**config.mk**
```make
export PLATFORM = sky130hd
export DESIGN_NAME = fp_apb_top
export DESIGN_NICKNAME = d
export VERILOG_FILES = /design/src/common/fp_pkg.sv /design/src/fp_unit/fp_add.sv /design/src/fp_unit/fp_convert.sv /design/src/fp_unit/fp_exec.sv /design/src/fp_unit/fp_mul.sv /design/src/apb_regs.sv /design/src/fp_apb_top.sv
export VERILOG_INCLUDE_DIRS = /design/src /design/src/common
export SDC_FILE = /design/constraint.sdc
export NUM_CORES = 2
export LEC_CHECK = 0
export ABC_AREA = 1
export BUFFER_PORTS_ARGS = -buffer_cell sky130_fd_sc_hd__buf_2
export CAP_MARGIN = 20
export CORE_UTILIZATION = 38
export DETAILED_ROUTE_END_ITERATION = 6
export PLACE_DENSITY = 0.63
export SLEW_MARGIN = 10
export SYNTH_ARGS = -nofsm -noshare
export SYNTH_HDL_FRONTEND = slang
export SYNTH_HIERARCHICAL = 1
export SYNTH_SLANG_ARGS = --single-unit
```
**constraint.sdc**
```tcl
create_clock -name iCLK -period 5.8 [get_ports iCLK]
set_input_delay 0.29 -clock iCLK [delete_from_list [all_inputs] [get_ports iCLK]]
set_output_delay 0.29 -clock iCLK [all_outputs]
set_load 0.02 [all_outputs]
```
**src/common/fp_defs.svh**
```systemverilog
`ifndef FP_DEFS_SVH
`define FP_DEFS_SVH

// ==========================================================
// Number format
// ==========================================================
// Sign, biased exponent, fraction with hidden one
`define FP_W        27
`define FP_EXP_W    8
`define FP_FRAC_W   18
`define FP_BIAS     127

// Signed integer side of the converters
`define INT_W       16
`define INT_MAX     16'h7FFF

// ==========================================================
// APB and register map
// ==========================================================
`define APB_ADDR_W  8
`define APB_DATA_W  32

`define REG_OPA     8'h00
`define REG_OPB     8'h04
`define REG_CMD     8'h08
`define REG_STATUS  8'h0C
`define REG_RESULT  8'h10

// Opcode field width in REG_CMD
`define OP_W        3

// Adder pipeline depth
`define ADD_LAT     2

`endif

```
**src/common/fp_pkg.sv**
```systemverilog
`include "fp_defs.svh"

package fp_pkg;

	// ==========================================================
	// Data words
	// ==========================================================
	// Full float word
	typedef logic [`FP_W-1:0]       fp27_t;
	// Biased exponent field
	typedef logic [`FP_EXP_W-1:0]   fp_exp_t;
	// Stored fraction, hidden one not included
	typedef logic [`FP_FRAC_W-1:0]  fp_frac_t;
	// Two's complement integer
	typedef logic signed [`INT_W-1:0] int16_t;

	// Bus words
	typedef logic [`APB_ADDR_W-1:0] apb_addr_t;
	typedef logic [`APB_DATA_W-1:0] apb_data_t;

	// ==========================================================
	// Enums
	// ==========================================================
	// Opcodes as written to REG_CMD
	typedef enum logic [`OP_W-1:0] {
		OP_ADD = 3'd0,
		OP_MUL = 3'd1,
		OP_I2F = 3'd2,
		OP_F2I = 3'd3,
		OP_CMP = 3'd4,
		OP_NEG = 3'd5
	} fp_op_e;

	// Sequencer states
	typedef enum logic [1:0] {
		EXEC_IDLE,
		EXEC_WAIT,
		EXEC_DONE
	} exec_state_e;

endpackage

```
**src/fp_unit/fp_add.sv**
```systemverilog
`timescale 1ns/10ps
`include "fp_defs.svh"

module fp_add import fp_pkg::*; (
	input  logic  iCLK,
	input  logic  rst_n,
	input  fp27_t a,
	input  fp27_t b,
	output fp27_t sum
);

	// Mantissa with hidden one
	localparam int MAN_W = `FP_FRAC_W + 1;
	// Carry bit, mantissa, guard bits below
	localparam int AL_W  = 2 * `FP_FRAC_W + 2;
	// Hidden one position when no carry
	localparam int HID   = AL_W - 2;
	localparam int POS_W = $clog2(AL_W);

	logic              a_s, b_s;
	fp_exp_t           a_e, b_e;
	fp_frac_t          a_f, b_f;
	logic              a_larger;
	fp_exp_t           diff;
	fp_exp_t           big_e;
	logic [MAN_W-1:0]  small_m;
	logic [AL_W-1:0]   big_al, small_al;
	logic [AL_W-1:0]   pre_sum;

	logic [AL_W-1:0]   s1_sum;
	fp_exp_t           s1_exp;
	logic              s1_sign;
	fp27_t             s1_a, s1_b;
	logic              s1_a_zero, s1_b_zero;

	logic [POS_W-1:0]  lead;
	logic [AL_W-1:0]   norm;
	logic [9:0]        e_tmp;
	logic              underflow;

	// Highest set bit, zero when none
	function automatic logic [POS_W-1:0] lead_one(input logic [AL_W-1:0] v);
		logic [POS_W-1:0] p;
		p = '0;
		for (int i = 0; i < AL_W; i++) begin
			if (v[i]) begin
				p = POS_W'(i);
			end
		end
		return p;
	endfunction

	// ==========================================================
	// Stage 1 align and add
	// ==========================================================
	assign a_s = a[`FP_W-1];
	assign a_e = a[`FP_W-2 -: `FP_EXP_W];
	assign a_f = a[`FP_FRAC_W-1:0];
	assign b_s = b[`FP_W-1];
	assign b_e = b[`FP_W-2 -: `FP_EXP_W];
	assign b_f = b[`FP_FRAC_W-1:0];

	// Equal magnitudes pick b as the larger
	assign a_larger = (a_e > b_e) || ((a_e == b_e) && (a_f > b_f));
	assign diff     = a_larger ? (a_e - b_e) : (b_e - a_e);
	assign big_e    = a_larger ? a_e : b_e;
	assign small_m  = a_larger ? {1'b1, b_f} : {1'b1, a_f};

	// Larger operand never shifts
	assign big_al = a_larger ? {1'b0, 1'b1, a_f, {(AL_W-MAN_W-1){1'b0}}} :
		{1'b0, 1'b1, b_f, {(AL_W-MAN_W-1){1'b0}}};
	// Shifted past the guard bits gives nothing
	assign small_al = (diff >= AL_W) ? '0 :
		({1'b0, small_m, {(AL_W-MAN_W-1){1'b0}}} >> diff);

	// Unlike signs subtract the smaller magnitude
	assign pre_sum = (a_s ^ b_s) ? (big_al - small_al) : (big_al + small_al);

	// Zero operand flags for the pass-through
	always_ff @(posedge iCLK or negedge rst_n) begin
		if (!rst_n) begin
			s1_a_zero <= 1'b0;
			s1_b_zero <= 1'b0;
		end else begin
			s1_a_zero <= (a_e == '0);
			s1_b_zero <= (b_e == '0);
		end
	end

	always_ff @(posedge iCLK) begin
		s1_sum  <= pre_sum;
		s1_exp  <= big_e;
		s1_sign <= a_larger ? a_s : b_s;
		s1_a    <= a;
		s1_b    <= b;
	end

	// ==========================================================
	// Stage 2 normalize
	// ==========================================================
	assign lead = lead_one(s1_sum);
	// Leading one moves to the top bit and drops as the hidden one
	assign norm = s1_sum << (POS_W'(AL_W - 1) - lead);

	// Exponent moves by the lead offset from HID
	assign e_tmp     = {2'b0, s1_exp} + 10'(lead);
	assign underflow = (e_tmp <= 10'(HID));

	always_ff @(posedge iCLK or negedge rst_n) begin
		if (!rst_n) begin
			sum <= '0;
		end else if (s1_a_zero && s1_b_zero) begin
			sum <= '0;
		end else if (s1_a_zero) begin
			sum <= s1_b;
		end else if (s1_b_zero) begin
			sum <= s1_a;
		end else if ((s1_sum == '0) || underflow) begin
			// Full cancel or exponent below range
			sum <= '0;
		end else begin
			sum <= {s1_sign, fp_exp_t'(e_tmp - 10'(HID)), norm[AL_W-2 -: `FP_FRAC_W]};
		end
	end

endmodule

```
**src/fp_unit/fp_convert.sv**
```systemverilog
`timescale 1ns/10ps
`include "fp_defs.svh"

module fp_convert import fp_pkg::*; (
	input  int16_t int_in,
	input  fp27_t  fp_in,
	output fp27_t  fp_out,
	output int16_t int_out
);

	// Room for a 16-bit integer above the fraction
	localparam int SH_W  = `FP_FRAC_W + `INT_W;
	localparam int POS_W = $clog2(`INT_W);

	logic              i_s;
	logic [`INT_W-1:0] i_mag;
	logic [POS_W-1:0]  i_lead;
	logic [SH_W-1:0]   i_sh;

	logic              f_s;
	fp_exp_t           f_e;
	logic [SH_W-1:0]   f_sh;
	int16_t            f_mag;

	// ==========================================================
	// Integer to float
	// ==========================================================
	assign i_s   = int_in[`INT_W-1];
	// Most negative value wraps to its own magnitude
	assign i_mag = i_s ? -int_in : int_in;

	// Leading one search
	always_comb begin
		i_lead = '0;
		for (int i = 0; i < `INT_W; i++) begin
			if (i_mag[i]) begin
				i_lead = POS_W'(i);
			end
		end
	end

	// Leading one lands on the hidden bit position
	assign i_sh   = SH_W'(i_mag) << (`FP_FRAC_W - i_lead);
	assign fp_out = (int_in == '0) ? '0 :
		{i_s, fp_exp_t'(`FP_BIAS + i_lead), i_sh[`FP_FRAC_W-1:0]};

	// ==========================================================
	// Float to integer
	// ==========================================================
	assign f_s = fp_in[`FP_W-1];
	assign f_e = fp_in[`FP_W-2 -: `FP_EXP_W];

	// 1.f shifted up by the unbiased exponent
	assign f_sh  = SH_W'({1'b1, fp_in[`FP_FRAC_W-1:0]}) << (f_e - fp_exp_t'(`FP_BIAS));
	// Integer part only, truncates toward zero
	assign f_mag = f_sh[SH_W-1 -: `INT_W];

	always_comb begin
		if (f_e < fp_exp_t'(`FP_BIAS)) begin
			// Magnitude below one
			int_out = '0;
		end else if (f_e > fp_exp_t'(`FP_BIAS + `INT_W - 2)) begin
			// Clip on overflow
			int_out = f_s ? -int16_t'(`INT_MAX) : int16_t'(`INT_MAX);
		end else begin
			int_out = f_s ? -f_mag : f_mag;
		end
	end

endmodule

```
**src/fp_unit/fp_exec.sv**
```systemverilog
`timescale 1ns/10ps
`include "fp_defs.svh"

module fp_exec import fp_pkg::*; (
	input  logic      iCLK,
	input  logic      rst_n,
	input  logic      start,
	input  fp_op_e    op,
	input  fp27_t     opa,
	input  fp27_t     opb,
	output logic      busy,
	output logic      done,
	output apb_data_t result
);

	localparam int CNT_W = $clog2(`ADD_LAT + 1);

	exec_state_e      state;
	fp_op_e           op_q;
	fp_op_e           sel_op;
	logic [CNT_W-1:0] cnt;

	fp27_t            add_sum, mul_prod, i2f_out, neg_out;
	int16_t           f2i_out;
	logic             a_mag_ge, cmp_ge;
	apb_data_t        unit_result;

	// ==========================================================
	// Units
	// ==========================================================
	fp_add u_add (
		.iCLK (iCLK),
		.rst_n(rst_n),
		.a    (opa),
		.b    (opb),
		.sum  (add_sum)
	);

	fp_mul u_mul (
		.a   (opa),
		.b   (opb),
		.prod(mul_prod)
	);

	// Integer operand from the low half of A
	fp_convert u_conv (
		.int_in (int16_t'(opa[`INT_W-1:0])),
		.fp_in  (opa),
		.fp_out (i2f_out),
		.int_out(f2i_out)
	);

	// Flip the sign bit only
	assign neg_out = {~opa[`FP_W-1], opa[`FP_W-2:0]};

	// Magnitude test, exponent then fraction
	assign a_mag_ge = (opa[`FP_W-2 -: `FP_EXP_W] > opb[`FP_W-2 -: `FP_EXP_W]) ||
		((opa[`FP_W-2 -: `FP_EXP_W] == opb[`FP_W-2 -: `FP_EXP_W]) &&
		(opa[`FP_FRAC_W-1:0] >= opb[`FP_FRAC_W-1:0]));

	// Sign decides first, both negative inverts
	always_comb begin
		case ({opa[`FP_W-1], opb[`FP_W-1]})
			2'b01:   cmp_ge = 1'b1;
			2'b10:   cmp_ge = 1'b0;
			2'b00:   cmp_ge = a_mag_ge;
			default: cmp_ge = ~a_mag_ge;
		endcase
	end

	// ==========================================================
	// Result select
	// ==========================================================
	// Incoming opcode at start, latched one while waiting
	assign sel_op = (state == EXEC_WAIT) ? op_q : op;

	always_comb begin
		case (sel_op)
			OP_ADD:  unit_result = {{(`APB_DATA_W-`FP_W){1'b0}}, add_sum};
			OP_MUL:  unit_result = {{(`APB_DATA_W-`FP_W){1'b0}}, mul_prod};
			OP_I2F:  unit_result = {{(`APB_DATA_W-`FP_W){1'b0}}, i2f_out};
			// Sign extended integer
			OP_F2I:  unit_result = {{(`APB_DATA_W-`INT_W){f2i_out[`INT_W-1]}}, f2i_out};
			OP_CMP:  unit_result = {{(`APB_DATA_W-1){1'b0}}, cmp_ge};
			OP_NEG:  unit_result = {{(`APB_DATA_W-`FP_W){1'b0}}, neg_out};
			default: unit_result = '0;
		endcase
	end

	// ==========================================================
	// Sequencer FSM
	// ==========================================================
	always_ff @(posedge iCLK or negedge rst_n) begin
		if (!rst_n) begin
			state  <= EXEC_IDLE;
			op_q   <= OP_ADD;
			cnt    <= '0;
			result <= '0;
		end else begin
			case (state)
				EXEC_WAIT: begin
					// Adder output valid on the last count
					if (cnt == CNT_W'(1)) begin
						result <= unit_result;
						state  <= EXEC_DONE;
					end else begin
						cnt <= cnt - 1'b1;
					end
				end
				default: begin
					// Idle and done both accept a start
					if (start) begin
						op_q <= op;
						if (op == OP_ADD) begin
							cnt   <= CNT_W'(`ADD_LAT);
							state <= EXEC_WAIT;
						end else begin
							// Combinational units finish now
							result <= unit_result;
							state  <= EXEC_DONE;
						end
					end
				end
			endcase
		end
	end

	// Busy from the start pulse until capture
	assign busy = start | (state == EXEC_WAIT);
	// New command clears done at once
	assign done = (state == EXEC_DONE) & ~start;

endmodule

```
**src/fp_unit/fp_mul.sv**
```systemverilog
`timescale 1ns/10ps
`include "fp_defs.svh"

module fp_mul import fp_pkg::*; (
	input  fp27_t a,
	input  fp27_t b,
	output fp27_t prod
);

	localparam int MAN_W = `FP_FRAC_W + 1;
	localparam int PRD_W = 2 * MAN_W;

	fp_exp_t            a_e, b_e;
	logic [PRD_W-1:0]   prod_m;
	logic [`FP_EXP_W:0] e_sum;
	logic               top;
	logic [`FP_EXP_W:0] p_e;
	fp_frac_t           p_f;
	logic               underflow;

	assign a_e = a[`FP_W-2 -: `FP_EXP_W];
	assign b_e = b[`FP_W-2 -: `FP_EXP_W];

	// Full mantissa product, two integer bits on top
	assign prod_m = {1'b1, a[`FP_FRAC_W-1:0]} * {1'b1, b[`FP_FRAC_W-1:0]};
	assign e_sum  = {1'b0, a_e} + {1'b0, b_e};

	// Product in [2,4) bumps the exponent
	assign top = prod_m[PRD_W-1];
	assign p_e = top ? (e_sum - 9'(`FP_BIAS - 1)) : (e_sum - 9'(`FP_BIAS));
	assign p_f = top ? prod_m[PRD_W-2 -: `FP_FRAC_W] : prod_m[PRD_W-3 -: `FP_FRAC_W];

	// Biased sum too small for a normal result
	assign underflow = (e_sum < 9'(`FP_BIAS + 1));

	// Zero operand or underflow flushes to zero
	assign prod = (underflow || (a_e == '0) || (b_e == '0)) ? '0 :
		{a[`FP_W-1] ^ b[`FP_W-1], p_e[`FP_EXP_W-1:0], p_f};

endmodule

```
**src/apb_regs.sv**
```systemverilog
`timescale 1ns/10ps
`include "fp_defs.svh"

module apb_regs import fp_pkg::*; (
	input  logic      iCLK,
	input  logic      rst_n,
	input  logic      psel,
	input  logic      penable,
	input  logic      pwrite,
	input  apb_addr_t paddr,
	input  apb_data_t pwdata,
	input  logic      busy,
	input  logic      done,
	input  apb_data_t result,
	output apb_data_t prdata,
	output logic      pready,
	output logic      pslverr,
	output logic      start,
	output fp_op_e    op,
	output fp27_t     opa,
	output fp27_t     opb
);

	logic access;
	logic wr_en;
	logic hit_opa, hit_opb, hit_cmd, hit_status, hit_result;
	logic mapped;
	logic cmd_legal;
	logic cmd_ok;

	// ==========================================================
	// Access decode
	// ==========================================================
	// Access phase only, setup phase does nothing
	assign access = psel & penable;
	assign wr_en  = access & pwrite;

	assign hit_opa    = (paddr == `REG_OPA);
	assign hit_opb    = (paddr == `REG_OPB);
	assign hit_cmd    = (paddr == `REG_CMD);
	assign hit_status = (paddr == `REG_STATUS);
	assign hit_result = (paddr == `REG_RESULT);
	assign mapped = hit_opa | hit_opb | hit_cmd | hit_status | hit_result;

	// Opcode must fit the enum, upper bits zero
	assign cmd_legal = (pwdata[`APB_DATA_W-1:`OP_W] == '0) &&
		(pwdata[`OP_W-1:0] <= OP_NEG);
	// Accepted command, single check point for busy and opcode
	assign cmd_ok = wr_en & hit_cmd & ~busy & cmd_legal;

	// Zero wait states
	assign pready = 1'b1;
	// Unmapped address, or a rejected command
	assign pslverr = access & (~mapped | (pwrite & hit_cmd & (busy | ~cmd_legal)));

	// ==========================================================
	// Registers
	// ==========================================================
	always_ff @(posedge iCLK or negedge rst_n) begin
		if (!rst_n) begin
			opa   <= '0;
			opb   <= '0;
			op    <= OP_ADD;
			start <= 1'b0;
		end else begin
			// One-cycle pulse after the accepting edge
			start <= cmd_ok;
			if (wr_en && hit_opa) begin
				opa <= pwdata[`FP_W-1:0];
			end
			if (wr_en && hit_opb) begin
				opb <= pwdata[`FP_W-1:0];
			end
			if (cmd_ok) begin
				op <= fp_op_e'(pwdata[`OP_W-1:0]);
			end
		end
	end

	// ==========================================================
	// Read mux
	// ==========================================================
	// Register values from the prior edge
	always_comb begin
		prdata = '0;
		if (hit_opa) begin
			prdata = {{(`APB_DATA_W-`FP_W){1'b0}}, opa};
		end else if (hit_opb) begin
			prdata = {{(`APB_DATA_W-`FP_W){1'b0}}, opb};
		end else if (hit_cmd) begin
			prdata = {{(`APB_DATA_W-`OP_W){1'b0}}, op};
		end else if (hit_status) begin
			// Bit 1 done, bit 0 busy
			prdata = {{(`APB_DATA_W-2){1'b0}}, done, busy};
		end else if (hit_result) begin
			prdata = result;
		end
	end

endmodule

```
**src/fp_apb_top.sv**
```systemverilog
`timescale 1ns/10ps

module fp_apb_top import fp_pkg::*; (
	input  logic      iCLK,
	input  logic      rst_n,
	input  logic      psel,
	input  logic      penable,
	input  logic      pwrite,
	input  apb_addr_t paddr,
	input  apb_data_t pwdata,
	output apb_data_t prdata,
	output logic      pready,
	output logic      pslverr
);

	// Register block to sequencer
	logic      start;
	fp_op_e    op;
	fp27_t     opa, opb;
	// Sequencer back to register block
	logic      busy, done;
	apb_data_t result;

	apb_regs u_regs (
		.iCLK   (iCLK),
		.rst_n  (rst_n),
		.psel   (psel),
		.penable(penable),
		.pwrite (pwrite),
		.paddr  (paddr),
		.pwdata (pwdata),
		.busy   (busy),
		.done   (done),
		.result (result),
		.prdata (prdata),
		.pready (pready),
		.pslverr(pslverr),
		.start  (start),
		.op     (op),
		.opa    (opa),
		.opb    (opb)
	);

	fp_exec u_exec (
		.iCLK  (iCLK),
		.rst_n (rst_n),
		.start (start),
		.op    (op),
		.opa   (opa),
		.opb   (opb),
		.busy  (busy),
		.done  (done),
		.result(result)
	);

endmodule

```
==> flow_summary.json <==
{
  "outcome": "finished with violations",
  "final_layout_size_suffix_gt1_frac": 0.264,
  "core_mm2": 0.0935,
  "totalNegativeSetupSlack_ns": -12.01,
  "wl_per_cell_um": 19.4,
  "instance_count_on_the_critical_path": 32,
  "setup_viol_count_final": 41,
  "vias": 39724,
  "drt-initial-drc-count": 3872,
  "achievable-frequency_mhz": 160,
  "finalHoldViolations": 0,
  "yosys_warns": 6,
  "max-cap-violations": 0,
  "clk_latency_ns": 0.59,
  "synth_fp_nets": 6191,
  "timing_worst_setup_path_type": "flop to flop",
  "wl_met2_um": 66600,
  "clk_transition_reported_paths_ns": 0.07,
  "drt_pass1_iterations": 6,
  "sequential_cell_area_mm2": 0.00513,
  "synth.cell_area_mm2": 0.0359,
  "crit_fanout": 6,
  "final_common_cell": "nand2_1",
  "design.die.area_mm2": 0.0958,
  "edff_count_synth": 0,
  "synth-async-reset-ratio": 0.547,
  "power.switching_fraction": 0.394,
  "hp-class": "input pin to flop",
  "crit_path_buffers_inverters": 10,
  "ff2ff_path_depth": 32,
  "static_leakage_nw": 25.3,
  "yosysTopAreaCell": "nand2_1",
  "row_count": 112,
  "power.clock.fraction": 0.309,
  "timing.critical_path.to": "u_exec/result[14]$_DFFE_PN0P_",
  "post-place-ws_ns": -0.578,
  "clock-root-buffer": "clkbuf_16",
  "pwr-share-seq": 0.274,
  "io-pin-count": 79,
  "ys_dominant_reg_cell": "dfrtp_1",
  "yosys.area.top_type_share": 0.176,
  "ranking_of_synthesized_cells_by_area": "nand2_1 (18%), fa_1 (16%), inv_1 (10%), nand3_1 (8.9%), dfrtp_1 (8.5%)",
  "pwr-share-comb": 0.416,
  "layout.cells.most_common_list": "nand2_1 (1,510), inv_1 (939), nand3_1 (568)",
  "route.layer.met1.wl_um": 60300,
  "critPathMostFrequentCell": "fa_1",
  "ff2ff_setup_slack_ns": -0.44,
  "max_slew_violation_total_from_the_final_report": 0,
  "grt_pass1_vias": 38030,
  "place_congestion": 0.953,
  "nNetsFinal": 6766,
  "skew_ns": 0.0406,
  "avgSynthCellArea_um2": 6.38,
  "cellInternalPower_mw": 3.58,
  "synth-seq-cells": 223,
  "start_kind": "flop",
  "detail_route.wirelength_um": 145000,
  "postRouteAntennaNets": 0,
  "groute.usage.overall": 0.291,
  "slew_headroom": 0.277,
  "ys_types": 68,
  "synthToLayoutAreaGrowth_pct": 30.7,
  "post_drt_via_cell_ratio": 5.31,
  "failing_checks": "negative setup slack",
  "syn_inst": 5631,
  "worst_endpoint_data_arrival_time_ns": 6.72,
  "grt_setup_unrepaired": "yes",
  "grt_max_degree": 91,
  "worst_max_slew_pin_slew_ns": 1.08,
  "timing.rr.start": "u_regs/opa[3]$_DFFE_PN0P_",
  "power_density_of_the_placed_cells_mw_per_mm2": 126,
  "floorplan.initialDensity": 0.385,
  "ctsLongestPathBuffers": 3,
  "critPathSlowestCell": "dfrtp_4",
  "final_cells": 7481,
  "ctsHtreeMaxLevel": 1,
  "top_routing_layer_in_use": "met5",
  "synth-seq-area-share": 0.141,
  "dp.final_hpwl_um": 108000,
  "final_period_minus_worst_setup_slack_ns": 6.24,
  "crit_required_ns": 6.28,
  "finalCoreUtilization": 0.503,
  "route.detailed.drc": 0,
  "portbufs": 77,
  "reg2reg_to": "u_exec/result[14]$_DFFE_PN0P_",
  "chipHeight_um": 310,
  "fill_cells": 9243,
  "grt_first_pass_wirelength_um": 216000,
  "worst_setup_path_end_kind": "flop",
  "power_switching_mw": 2.33,
  "multi_input_gate_area_mm2": 0.0289,
  "worst_ir_drop_vdd_uv": 258,
  "setup_ws_ns": -0.441,
  "met3_length_um": 12500,
  "clock-sinks": 223,
  "initial_antenna_violation_count": 4,
  "worst_setup_path_startpoint": "u_regs/opa[3]$_DFFE_PN0P_",
  "placed_cells": 7242,
  "grt.overflow.total": 0,
  "crit_path_max_incr_delay_ns": 0.57,
  "cts_tree": "done",
  "cts_buffers": 26,
  "cp_top_family": "adder cells",
  "width_of_the_die_um": 310,
  "layout_worst_path_cycle_share": 1.08
}
==> per-layer routing <==
layer  GRT usage  up-vias
li1            -    18674
met1       0.388    18997
met2       0.479     1732
met3      0.0467      319
met4      0.0910        2
met5           0        -
==> logic make-up (layout without fill, tap and decap cells) <==
group                      Yosys count  count (layout)  share of synthesized area
xor gates and xnor gates           104             104                     0.0261
and+or+nand+nor                   2883            2891                      0.350
buffers and inverters             1289            1874                      0.143
DFF                                223             223                      0.141
AOI/OAI and AO/OA                  616             617                     0.0997
other                                1               3                   0.000104
adders and majority gates          515             515                      0.240
==> power by group through the flow <==
| stage | Combinational [mW] | Sequential (mW) | Clock [mW] |
|---|---|---|---|
| 2_1_floorplan | 1.24 | 1.64 | 0 |
| 3_5_place_dp | 1.97 | 1.66 | 0 |
| 4_1_cts | 2.21 | 1.62 | 1.84 |
| 3_3_place_gp | 1.96 | 1.66 | 0 |
| 6_report | 2.46 | 1.62 | 1.83 |
| 5_1_grt | 2.67 | 1.62 | 1.90 |
==> how the worst min path moves through the flow <==
| stage | slack, ns | endpoint | cells after the start | start |
|---|---|---|---|---|
| 6_report | 0.03 | u_regs/opb[21]$_DFFE_PN0P_ | 3 | pwdata[21] |
| 5_1_grt | 0.004 | u_regs/opb[21]$_DFFE_PN0P_ | 3 | pwdata[21] |
| 4_1_cts | 0.003 | u_regs/opb[12]$_DFFE_PN0P_ | 3 | pwdata[12] |
| 3_5_place_dp | 0.44 | u_exec/u_add/sum[26]$_DFF_PN0_ | 2 | u_exec/u_add/s1_sign$_DFF_P_ |
| 3_3_place_gp | 0.44 | u_exec/u_add/sum[26]$_DFF_PN0_ | 2 | u_exec/u_add/s1_sign$_DFF_P_ |
| 2_1_floorplan | -0.006 | u_exec/cnt[0]$_DFFE_PN0P_ | 0 | rst_n |
==> Yosys cell counts, types with 9 or more instances <==
| library cell | instances |
|---|---|
| buf_2 | 39 |
| o21a_1 | 11 |
| nand2_4 | 12 |
| nor2_4 | 17 |
| inv_1 | 997 |
| o21ai_0 | 156 |
| nor2_1 | 320 |
| nand4_1 | 50 |
| buf_6 | 21 |
| a22oi_1 | 15 |
| ha_1 | 224 |
| nor4_1 | 11 |
| dfxtp_1 | 101 |
| fa_1 | 291 |
| a31oi_1 | 19 |
| a22oi_2 | 9 |
| o21ai_2 | 19 |
| nor2_2 | 21 |
| a21oi_1 | 239 |
| nand3_1 | 637 |
| xnor2_1 | 32 |
| nor3_1 | 22 |
| nand3b_1 | 14 |
| o21bai_1 | 14 |
| buf_4 | 20 |
| clkbuf_1 | 124 |
| dfrtp_1 | 122 |
| o21ai_1 | 65 |
| nand3_2 | 20 |
| inv_2 | 57 |
| o211ai_1 | 38 |
| buf_1 | 20 |
| nand2_2 | 38 |
| nand2_1 | 1686 |
| xor2_1 | 70 |
==> final cells by class <==
cell class | instances | share of cell area
Tap cell | 1254 | 0.0334
Clock inverter | 15 | 0.00413
Antenna cell | 2 | 0.000107
Clock buffer | 32 | 0.0156
Inverter | 1064 | 0.0856
Timing Repair inverter | 1 | 0.000160
Multi-Input combinational cell | 4128 | 0.615
Timing Repair Buffer | 762 | 0.137
Sequential cell | 223 | 0.109
==> worst register-to-register path, delay by kind of cell (launching register included) <==
family / cells / cell delay (ns)
compound gates: 1 / 0.12
fa+ha+maj: 7 / 3.46
simple gates: 14 / 1.18
buf+inv: 10 / 0.82
flops: 1 / 0.57
==> through the flow <==
step	area, um2	power (mW)	hold WS (ns)
2_1_floorplan	36300	2.88	-0.00559
3_3_place_gp	40900	3.62	0.441
3_5_place_dp	40900	3.63	0.444
4_1_cts	44300	5.67	0.00310
5_1_grt	47000	6.20	0.00434
6_report	47000	5.91	0.0331
==> flip-flops by register name (all words and copies together) (netlist names) <==
name                    count
u_exec/result              28
u_exec/u_add/s1_b          27
u_exec/u_add/s1_sign        1
u_exec/u_add/s1_a          27
u_exec/u_add/s1_exp         8
u_regs/op                   3
u_exec/op_q                 3
u_regs/start                1
u_exec/cnt                  2
u_exec/u_add/s1_a_zero      1
u_regs/opb                 27
u_exec/u_add/s1_b_zero      1
u_exec/u_add/sum           27
u_regs/opa                 27
u_exec/state                2
u_exec/u_add/s1_sum        38
==> repair_timing <==
item | CTS | global route
buffers inserted | 96 | 75
gates resized for setup | 331 | 533
hold endpoints to repair | 104 | 0
pin swaps | 154 | 249
cloned | 10 | 4
hold buffers | 12 | 0
endpoints found under the setup margin | 44 | 68
Power figures use the tool's default switching activity.
